<file path="config.mk">
export PLATFORM = sky130hd
export DESIGN_NAME = ndn_node
export DESIGN_NICKNAME = d
export VERILOG_FILES = /design/src/hdl/ndn_pkt_pkg.sv /design/src/hdl/ndn_table_pkg.sv /design/src/hdl/ndn_node.sv /design/src/hdl/pit_controller.sv /design/src/hdl/content_buffer.sv /design/src/hdl/pit_table.sv
export VERILOG_INCLUDE_DIRS = /design/src /design/src/include
export SDC_FILE = /design/constraint.sdc
export NUM_CORES = 2
export LEC_CHECK = 0
export BUFFER_PORTS_ARGS = -buffer_cell sky130_fd_sc_hd__buf_2
export CAP_MARGIN = 20
export CORE_MARGIN = 8
export CORE_UTILIZATION = 50
export CTS_BUF_LIST = sky130_fd_sc_hd__clkbuf_4 sky130_fd_sc_hd__clkbuf_8
export DETAILED_ROUTE_END_ITERATION = 7
export GPL_TIMING_DRIVEN = 0
export PLACE_DENSITY = 0.7
export SETUP_SLACK_MARGIN = 0.2
export SLEW_MARGIN = 40
export SYNTH_ARGS = -nofsm -noshare
export SYNTH_HDL_FRONTEND = slang
export SYNTH_SLANG_ARGS = --single-unit
</file>
<file path="constraint.sdc">
create_clock -name clk -period 23.6 [get_ports clk]
set_input_delay 7.08 -clock clk [delete_from_list [all_inputs] [get_ports clk]]
set_output_delay 7.08 -clock clk [all_outputs]
set_load 0.02 [all_outputs]
</file>
<file path="src/include/ndn_macros.svh">
`ifndef NDN_MACROS_SVH
`define NDN_MACROS_SVH

// Name and table geometry
`define NDN_NAME_W 16
`define NDN_SLOTS 16

// Slot index is taken from the low name bits
`define NDN_INDEX_W 4

// Content held per slot
`define NDN_SLOT_BYTES 16
`define NDN_BYTE_CNT_W 4

`endif
</file>
<file path="src/hdl/ndn_pkt_pkg.sv">
`include "ndn_macros.svh"

package ndn_pkt_pkg;

	typedef logic [`NDN_NAME_W-1:0] ndn_name_t;

	typedef logic [7:0] ndn_byte_t;

	// Kind of packet that arrived on a face
	typedef enum logic
	{
		EV_INTEREST = 1'b0,
		EV_DATA     = 1'b1
	} ndn_kind_t;

	// Arrival event, kind in the top bit
	typedef struct packed
	{
		ndn_kind_t kind;
		ndn_name_t name;
	} ndn_event_t;

endpackage

</file>
<file path="src/hdl/ndn_table_pkg.sv">
`include "ndn_macros.svh"

package ndn_table_pkg;

	typedef logic [`NDN_INDEX_W-1:0] pit_index_t;
	typedef logic [`NDN_NAME_W-`NDN_INDEX_W-1:0] pit_tag_t; // Upper name bits
	typedef logic [`NDN_BYTE_CNT_W-1:0] buf_offset_t;

	// One PIT slot
	typedef struct packed
	{
		logic     valid;
		logic     received; // Content for this name is in the buffer
		pit_tag_t tag;
	} pit_entry_t;

	// Whole-entry write into the table
	typedef struct packed
	{
		logic       we;
		pit_index_t index;
		pit_entry_t entry;
	} pit_update_t;

	// Content buffer access, a read when we is low
	typedef struct packed
	{
		logic                   we;
		pit_index_t             index;
		buf_offset_t            offset;
		ndn_pkt_pkg::ndn_byte_t wdata;
	} buf_req_t;

endpackage

</file>
<file path="src/hdl/ndn_node.sv">
`timescale 1ns/10ps

module ndn_node (
	input  logic                    clk,
	input  logic                    reset,
	input  logic                    event_start,
	input  ndn_pkt_pkg::ndn_event_t evt,
	input  logic                    in_valid,
	input  ndn_pkt_pkg::ndn_byte_t  in_data,
	output logic                    busy,
	output logic                    forward_interest,
	output ndn_pkt_pkg::ndn_name_t  forward_name,
	output logic                    unsolicited,
	output logic                    out_valid,
	output ndn_pkt_pkg::ndn_byte_t  out_data,
	output logic                    satisfied
);
	import ndn_pkt_pkg::*;
	import ndn_table_pkg::*;

	ndn_name_t   lookup_name;
	pit_entry_t  entry;
	pit_update_t update;
	buf_req_t    req;
	ndn_byte_t   rd_data;

	pit_table table_i (
		.clk         (clk),
		.reset       (reset),
		.lookup_name (lookup_name),
		.update      (update),
		.entry       (entry)
	);

	pit_controller controller_i (
		.clk              (clk),
		.reset            (reset),
		.event_start      (event_start),
		.evt              (evt),
		.in_valid         (in_valid),
		.in_data          (in_data),
		.entry            (entry),
		.rd_data          (rd_data),
		.lookup_name      (lookup_name),
		.update           (update),
		.req              (req),
		.busy             (busy),
		.forward_interest (forward_interest),
		.unsolicited      (unsolicited),
		.satisfied        (satisfied),
		.out_valid        (out_valid),
		.forward_name     (forward_name),
		.out_data         (out_data)
	);

	// Content store, one region per PIT slot
	content_buffer buffer_i (
		.clk     (clk),
		.req     (req),
		.rd_data (rd_data)
	);

endmodule

</file>
<file path="src/hdl/pit_controller.sv">
`timescale 1ns/10ps
`include "ndn_macros.svh"

module pit_controller (
	input  logic                       clk,
	input  logic                       reset,
	input  logic                       event_start,
	input  ndn_pkt_pkg::ndn_event_t    evt,
	input  logic                       in_valid,
	input  ndn_pkt_pkg::ndn_byte_t     in_data,
	input  ndn_table_pkg::pit_entry_t  entry,
	input  ndn_pkt_pkg::ndn_byte_t     rd_data,
	output ndn_pkt_pkg::ndn_name_t     lookup_name,
	output ndn_table_pkg::pit_update_t update,
	output ndn_table_pkg::buf_req_t    req,
	output logic                       busy,
	output logic                       forward_interest,
	output logic                       unsolicited,
	output logic                       satisfied,
	output logic                       out_valid,
	output ndn_pkt_pkg::ndn_name_t     forward_name,
	output ndn_pkt_pkg::ndn_byte_t     out_data
);
	import ndn_pkt_pkg::*;
	import ndn_table_pkg::*;

	typedef enum logic [2:0]
	{
		IDLE,
		RECEIVING,
		MEMORY_IN,
		MEMORY_OUT,
		DROPPING,
		RESET
	} state_t;

	localparam buf_offset_t LAST_BYTE = `NDN_BYTE_CNT_W'(`NDN_SLOT_BYTES - 1);

	state_t      state;
	ndn_event_t  ev_q;
	buf_offset_t byte_cnt;
	pit_index_t  slot;
	pit_tag_t    tag;
	logic        accept;
	logic        hit;
	logic        serve;
	logic        claim;
	logic        store;
	logic        last_in;

	// Events are taken while not busy, a drop in progress is abandoned
	assign accept = event_start && (state == IDLE || state == DROPPING);

	assign lookup_name = ev_q.name;
	assign slot = ev_q.name[`NDN_INDEX_W-1:0];
	assign tag = ev_q.name[`NDN_NAME_W-1:`NDN_INDEX_W];

	// Decision terms, only meaningful in RECEIVING
	assign hit = entry.valid && (entry.tag == tag);
	assign serve = (ev_q.kind == EV_INTEREST) && hit && entry.received;
	assign claim = (ev_q.kind == EV_INTEREST) && !hit;
	assign store = (ev_q.kind == EV_DATA) && hit && !entry.received;

	assign last_in = in_valid && (byte_cnt == LAST_BYTE);

	// Read data goes straight out, qualified by out_valid
	assign out_data = rd_data;

	// Table writes
	always_comb
	begin
		update = '0;
		update.index = slot;
		update.entry.valid = 1'b1;
		update.entry.tag = tag;
		if (state == RECEIVING && claim)
			update.we = 1'b1; // New pending entry
		if (state == MEMORY_IN && last_in)
		begin
			update.we = 1'b1;
			update.entry.received = 1'b1; // Store complete
		end
	end

	// Buffer access, a read whenever no byte is written
	always_comb
	begin
		req = '0;
		req.index = slot;
		req.offset = byte_cnt;
		req.wdata = in_data;
		req.we = in_valid && ((state == RECEIVING && store) || state == MEMORY_IN);
	end

	always_ff @(posedge clk or posedge reset)
	begin
		if (reset)
		begin
			state <= RESET;
			busy <= 1'b0;
			forward_interest <= 1'b0;
			unsolicited <= 1'b0;
			out_valid <= 1'b0;
			satisfied <= 1'b0;
			byte_cnt <= '0;
		end
		else
		begin
			forward_interest <= 1'b0;
			unsolicited <= 1'b0;
			out_valid <= (state == MEMORY_OUT); // One cycle behind each read

			case (state)
			IDLE:
			begin
				if (accept)
				begin
					state <= RECEIVING;
					busy <= 1'b1;
					byte_cnt <= '0;
				end
			end

			RECEIVING:
			begin
				if (serve)
				begin
					state <= MEMORY_OUT;
					satisfied <= 1'b1;
					byte_cnt <= '0;
				end
				else if (store)
				begin
					state <= MEMORY_IN;
					if (in_valid)
						byte_cnt <= byte_cnt + 1'b1; // First byte already written
				end
				else if (claim)
				begin
					state <= IDLE;
					busy <= 1'b0;
					forward_interest <= 1'b1;
				end
				else if (ev_q.kind == EV_DATA)
				begin
					// Nobody asked for it
					state <= DROPPING;
					busy <= 1'b0;
					unsolicited <= 1'b1;
					if (in_valid)
						byte_cnt <= byte_cnt + 1'b1;
				end
				else
				begin
					state <= IDLE; // Aggregated
					busy <= 1'b0;
				end
			end

			MEMORY_IN:
			begin
				if (last_in)
				begin
					state <= IDLE;
					busy <= 1'b0;
				end
				else if (in_valid)
					byte_cnt <= byte_cnt + 1'b1;
			end

			MEMORY_OUT:
			begin
				byte_cnt <= byte_cnt + 1'b1;
				if (byte_cnt == LAST_BYTE)
					state <= RESET; // Last byte still in flight
			end

			DROPPING:
			begin
				if (accept)
				begin
					state <= RECEIVING;
					busy <= 1'b1;
					byte_cnt <= '0;
				end
				else if (last_in)
					state <= IDLE;
				else if (in_valid)
					byte_cnt <= byte_cnt + 1'b1;
			end

			RESET:
			begin
				busy <= 1'b0;
				satisfied <= 1'b0;
				byte_cnt <= '0;
				state <= IDLE;
			end

			default:
				state <= RESET;
			endcase
		end
	end

	// Event and forwarded name
	always_ff @(posedge clk)
	begin
		if (accept)
			ev_q <= evt;
		if (state == RECEIVING && claim)
			forward_name <= ev_q.name; // Held until the next forward
	end

endmodule

</file>
<file path="src/hdl/content_buffer.sv">
`timescale 1ns/10ps
`include "ndn_macros.svh"

module content_buffer (
	input  logic                    clk,
	input  ndn_table_pkg::buf_req_t req,
	output ndn_pkt_pkg::ndn_byte_t  rd_data
);
	import ndn_pkt_pkg::*;

	// One region of NDN_SLOT_BYTES per table slot
	ndn_byte_t mem [`NDN_SLOTS * `NDN_SLOT_BYTES];
	logic [`NDN_INDEX_W+`NDN_BYTE_CNT_W-1:0] addr;

	assign addr = {req.index, req.offset};

	always_ff @(posedge clk)
	begin
		if (req.we)
			mem[addr] <= req.wdata;
		else
			rd_data <= mem[addr]; // Valid the cycle after the request
	end

endmodule

</file>
<file path="src/hdl/pit_table.sv">
`timescale 1ns/10ps
`include "ndn_macros.svh"

module pit_table (
	input  logic                       clk,
	input  logic                       reset,
	input  ndn_pkt_pkg::ndn_name_t     lookup_name,
	input  ndn_table_pkg::pit_update_t update,
	output ndn_table_pkg::pit_entry_t  entry
);
	import ndn_table_pkg::*;

	pit_entry_t entries [`NDN_SLOTS];
	pit_index_t lookup_index;

	// Direct mapped, the low name bits pick the slot
	assign lookup_index = lookup_name[`NDN_INDEX_W-1:0];

	// Raw entry goes back, tag compare is done by the controller
	assign entry = entries[lookup_index];

	always_ff @(posedge clk or posedge reset)
	begin
		if (reset)
		begin
			for (int i = 0; i < `NDN_SLOTS; i++)
				entries[i] <= '0; // All slots invalid
		end
		else if (update.we)
		begin
			// A colliding name just takes the slot over
			entries[update.index] <= update.entry;
		end
	end

endmodule

</file>
==> results_tabular.tex <==
\begin{tabular}{lr}
\hline
Metric & Value \\
\hline
\multicolumn{2}{l}{\textbf{Run status}} \\
Result of the run & finished, final reports clean \\
\multicolumn{2}{l}{\textbf{Synth}} \\
Register bit count reported by yosys & 2,325 \\
Most used flip-flop cell after synthesis & sky130\_fd\_sc\_hd\_\_edfxtp\_1 \\
Average cell area after synthesis & 21.9 µm² \\
Syn Nets & between 4,000 and 5,000 \\
Largest cells by area after synthesis & sky130\_fd\_sc\_hd\_\_edfxtp\_1 (68\%), sky130\_fd\_sc\_hd\_\_mux4\_2 (17\%), sky130\_fd\_sc\_hd\_\_dfrtp\_1 (6.3\%), sky130\_fd\_sc\_hd\_\_nor3\_1 (1.5\%), sky130\_fd\_sc\_hd\_\_mux2\_1 (1.3\%) \\
Number of synthesized flops with an enable pin & 2,089 \\
Gate count of the mapped netlist & between 4,000 and 5,000 \\
Number of distinct library cells after synthesis & 74 \\
Portion of the post-synthesis area used by sequential elements & between 70\% and 80\% \\
Ys async rst share & 10.2\% \\
Top-area cell type share of the netlist area & 67.9\% \\
Yosys warnings & 0 \\
Cell area after technology mapping & 0.0923 mm² \\
Area leader, netlist & sky130\_fd\_sc\_hd\_\_edfxtp\_1 \\
\multicolumn{2}{l}{\textbf{Timing}} \\
Maximum operating frequency & 0.113 GHz \\
Setup repair after global routing missed its margin & no \\
Minimum clock period & 8.82 ns \\
Tightest hold margin & 0.447 ns \\
Setup tns final & 0 ns \\
Max-slew violation total from the final report & 0 \\
Clock skew & roughly 0.11 ns \\
Worst relative slew slack & between 20\% and 30\% \\
Post-layout worst setup margin & $\sim$15 ns \\
Share of the clock period used by the worst path after layout & between 30\% and 40\% \\
Total of endpoints with negative setup slack in the final report & 0 \\
Worst Max-Slew Pin Slew & 1.05 ns \\
Final Hold Violating Endpoints & 0 \\
\multicolumn{2}{l}{\textbf{Min path}} \\
Hold EP & controller\_i.forward\_name[14] \\
Min-Delay Startpoint & controller\_i.lookup\_name[14] \\
Hold Crit Class & register to register \\
Worst hold path depth & 0 \\
\multicolumn{2}{l}{\textbf{Placement}} \\
Final GP Congestion & 0.988 \\
Count of port buffers added during placement & 57 \\
Minimum setup slack after placement & 14.08 ns \\
HPWL after detailed placement & 218,000 µm \\
Number of placed instances with taps included & between 7,000 and 8,000 \\
\multicolumn{2}{l}{\textbf{Critical path}} \\
Crit Reg-Reg Endpoint & buffer\_i.mem[191][2] \\
Worst path bufs/invs & 1 \\
Worst reg-to-reg path cell count & 15 \\
Endpoint class of the critical path & output port \\
Ordered list of cells on the worst path & buf\_2 \\
Peak fanout along the critical path & 1 \\
Crit path kind & register to output port \\
Cell at the slowest stage of the critical path & sky130\_fd\_sc\_hd\_\_edfxtp\_1 \\
Arrival @ worst endpoint & 1.74 ns \\
Delay contributed by the slowest stage of the critical path & between 0.4 and 0.5 ns \\
Critical path startpoint category & register \\
CP delay by family, top & flip-flops \\
Worst reg2reg startpoint & controller\_i.lookup\_name[3] \\
Required time of the critical path & 16.52 ns \\
Worst setup slack for register-to-register paths & 17.29 ns \\
\multicolumn{2}{l}{\textbf{Clock network}} \\
H-Tree Level Count & 5 \\
Clock tree from TritonCTS & done \\
Cts bufs inserted & 380 \\
Clock insertion delay at the later pin of the skew report & 1.13 ns \\
Root buf cell & sky130\_fd\_sc\_hd\_\_clkbuf\_8 \\
Number of buffers on the longest clock path & 4 \\
\# hold bufs at CTS & 0 \\
Clock sinks & between 2,000 and 2,500 \\
Clock input transition at the sequential cells of the worst setup and hold paths & around 0.07 ns \\
Post-CTS setup buffer count & 0 \\
Gates resized, CTS repair & 0 \\
\multicolumn{2}{l}{\textbf{GRT}} \\
Largest net degree at the start of global routing & 117 \\
Vias in the first global route & 50,500 \\
Antenna violations before repair & 18 \\
GRT Resource Usage Total & 31.2\% \\
Wire length of the first global-routing pass & 422,000 µm \\
Grt total ovfl & 0 \\
\multicolumn{2}{l}{\textbf{Die}} \\
Starting Density & 50.4\% \\
Rows & 157 \\
Die Ht & 446 µm \\
Boundary pin count & 58 \\
Total core area & about 0.18 mm² \\
Chip Width & 446 µm \\
Die area & roughly 0.2 mm² \\
\multicolumn{2}{l}{\textbf{Route}} \\
Post-Route M1 WL & around 100,000 µm \\
Initial detailed-routing violation count & 9,014 \\
Total number of vias & 52,500 \\
Met2 WL & 132,000 µm \\
Post-route ant nets & 0 \\
Number of iterations in the first detailed-routing pass & 7 \\
DR vias/cell & approximately 6.8 \\
Routed length on met3 & 53,300 µm \\
Routed wire length per instance & 40.9 µm \\
Topmost layer with routed signal wires & met5 \\
Residual DRC count & 0 \\
Wire length after detailed routing & 314,000 µm \\
\multicolumn{2}{l}{\textbf{Finish}} \\
Layout Cells excl Fill & 7,673 \\
Layout cells sized above 1 & 43.3\% \\
Area growth from synthesis to final layout & 17.5\% \\
Net count of the finished layout & 4,954 \\
Fill cells & 12,700 \\
\multicolumn{2}{l}{\textbf{Pwr}} \\
Total Power & 9.51 mW \\
Static power due to leakage & 35.5 nW \\
Total power per unit cell area & 87.7 mW/mm² \\
Worst vdd ir & 0.0662 mV \\
\multicolumn{2}{l}{\textbf{Run}} \\
Maximum capacitance violations & 0 \\
\hline
\end{tabular}
cell usage in the layout, fill, tap and decap left out, types with 13 or more instances in the layout:
master                        n
sky130_fd_sc_hd__nand2_1     77
sky130_fd_sc_hd__nor3_1      13
sky130_fd_sc_hd__buf_2      186
sky130_fd_sc_hd__mux2i_1     30
sky130_fd_sc_hd__nand3_1     24
sky130_fd_sc_hd__clkbuf_4   154
sky130_fd_sc_hd__buf_4      130
sky130_fd_sc_hd__a22o_1      19
sky130_fd_sc_hd__clkbuf_1    54
sky130_fd_sc_hd__dfrtp_1    234
sky130_fd_sc_hd__buf_8       13
sky130_fd_sc_hd__a21oi_1     17
sky130_fd_sc_hd__clkbuf_2    76
sky130_fd_sc_hd__diode_2     20
sky130_fd_sc_hd__a22oi_1     16
sky130_fd_sc_hd__buf_6       44
sky130_fd_sc_hd__nor3_4      22
sky130_fd_sc_hd__buf_16      84
sky130_fd_sc_hd__mux4_2     704
sky130_fd_sc_hd__nor2_1      23
sky130_fd_sc_hd__mux2_2      95
sky130_fd_sc_hd__mux2_1     108
sky130_fd_sc_hd__clkinv_2    38
sky130_fd_sc_hd__clkbuf_8   392
sky130_fd_sc_hd__edfxtp_1  2089
sky130_fd_sc_hd__o21ai_0     16
sky130_fd_sc_hd__nor3_2     237
sky130_fd_sc_hd__nand2b_1    24
sky130_fd_sc_hd__clkinv_1    74
cell families after synthesis:
group,count (synthesis),synth area share [%]
flops,2325,74.3
mux,937,20.0
simple gates,474,2.53
buf+inv,310,1.65
compound gates,151,1.35
xor+xnor,11,0.104
fa+ha+maj,4,0.0542
report_power, final:
group / leakage, nW / internal, mW / switching [mW] / total, mW
registers: 22.0 / 4.63 / 0.0737 / 4.71
logic: 9.82 / 0.586 / 0.831 / 1.42
clock network: 3.77 / 1.79 / 1.59 / 3.39
total: 35.5 / 7.01 / 2.50 / 9.51
area by class of cell:
cell class / count / area, µm² / area share (%)
sequential: 2325 / 68600 / 63.3
inverter: 13 / 56.3 / 0.0519
timing repair buffer: 327 / 4180 / 3.85
clock inverter: 125 / 684 / 0.631
multi-input combinational: 1577 / 23700 / 21.8
antenna: 20 / 50.0 / 0.0461
tap: 2464 / 3080 / 2.84
clock buffer: 525 / 6390 / 5.89
buffer: 297 / 1730 / 1.59
cell usage after synthesis, types with 4 or more instances:
cell / instances
sky130_fd_sc_hd__a21o_1: 5
sky130_fd_sc_hd__a21oi_1: 17
sky130_fd_sc_hd__a22o_1: 19
sky130_fd_sc_hd__a22oi_1: 16
sky130_fd_sc_hd__a31oi_1: 8
sky130_fd_sc_hd__a32oi_1: 4
sky130_fd_sc_hd__and2_1: 5
sky130_fd_sc_hd__and3_1: 5
sky130_fd_sc_hd__buf_1: 48
sky130_fd_sc_hd__buf_2: 56
sky130_fd_sc_hd__buf_4: 8
sky130_fd_sc_hd__buf_6: 35
sky130_fd_sc_hd__clkbuf_1: 150
sky130_fd_sc_hd__dfrtp_1: 234
sky130_fd_sc_hd__edfxtp_1: 2089
sky130_fd_sc_hd__ha_1: 4
sky130_fd_sc_hd__inv_1: 11
sky130_fd_sc_hd__mux2_1: 108
sky130_fd_sc_hd__mux2_2: 95
sky130_fd_sc_hd__mux2i_1: 30
sky130_fd_sc_hd__mux4_2: 704
sky130_fd_sc_hd__nand2_1: 77
sky130_fd_sc_hd__nand2b_1: 24
sky130_fd_sc_hd__nand3_1: 26
sky130_fd_sc_hd__nand4_1: 6
sky130_fd_sc_hd__nor2_1: 33
sky130_fd_sc_hd__nor2b_1: 12
sky130_fd_sc_hd__nor3_1: 272
sky130_fd_sc_hd__o211ai_1: 6
sky130_fd_sc_hd__o21ai_0: 17
sky130_fd_sc_hd__o21ai_2: 5
sky130_fd_sc_hd__o21ai_4: 8
sky130_fd_sc_hd__o21bai_4: 4
sky130_fd_sc_hd__o22ai_1: 6
sky130_fd_sc_hd__o2bb2ai_1: 4
sky130_fd_sc_hd__o31ai_1: 5
sky130_fd_sc_hd__xnor2_1: 8
worst max-delay path by stage:
stage,startpoint,end,slack [ns],cells after the start
floorplan,reset,controller_i.busy,10.05,1
global placement,reset,table_i.entries[182],7.68,2
detailed placement,in_valid,buffer_i.mem[191][3],14.08,6
CTS,buffer_i.rd_data[3],out_data[3],14.73,1
global route,buffer_i.rd_data[3],out_data[3],14.71,1
finish,buffer_i.rd_data[3],out_data[3],14.78,1
registers in the layout (all words and copies together), names as in the netlist:
signal                         flops
buffer_i.mem                    2048
table_i.entries                  224
controller_i.forward_name         16
controller_i.lookup_name          16
buffer_i.rd_data                   8
controller_i.byte_cnt              4
controller_i.state                 3
controller_i.busy                  1
controller_i.ev_q                  1
controller_i.forward_interest      1
controller_i.out_valid             1
controller_i.satisfied             1
controller_i.unsolicited           1
per-stage QoR:
stage / util (%) / instance area, µm²
6_report: 59.2 / 108000
5_1_grt: 59.2 / 108000
4_1_cts: 59.1 / 108000
3_5_place_dp: 55.2 / 101000
3_3_place_gp: 52.2 / 95700
2_1_floorplan: - / 92300
layer usage:
metal | vias up | track usage, %
li1 | 19200 | -
met1 | 27200 | 39.6
met2 | 4928 | 43.3
met3 | 1096 | 15.2
met4 | 14 | 18.9
met5 | - | 0
(Power assumes the default switching activity.)
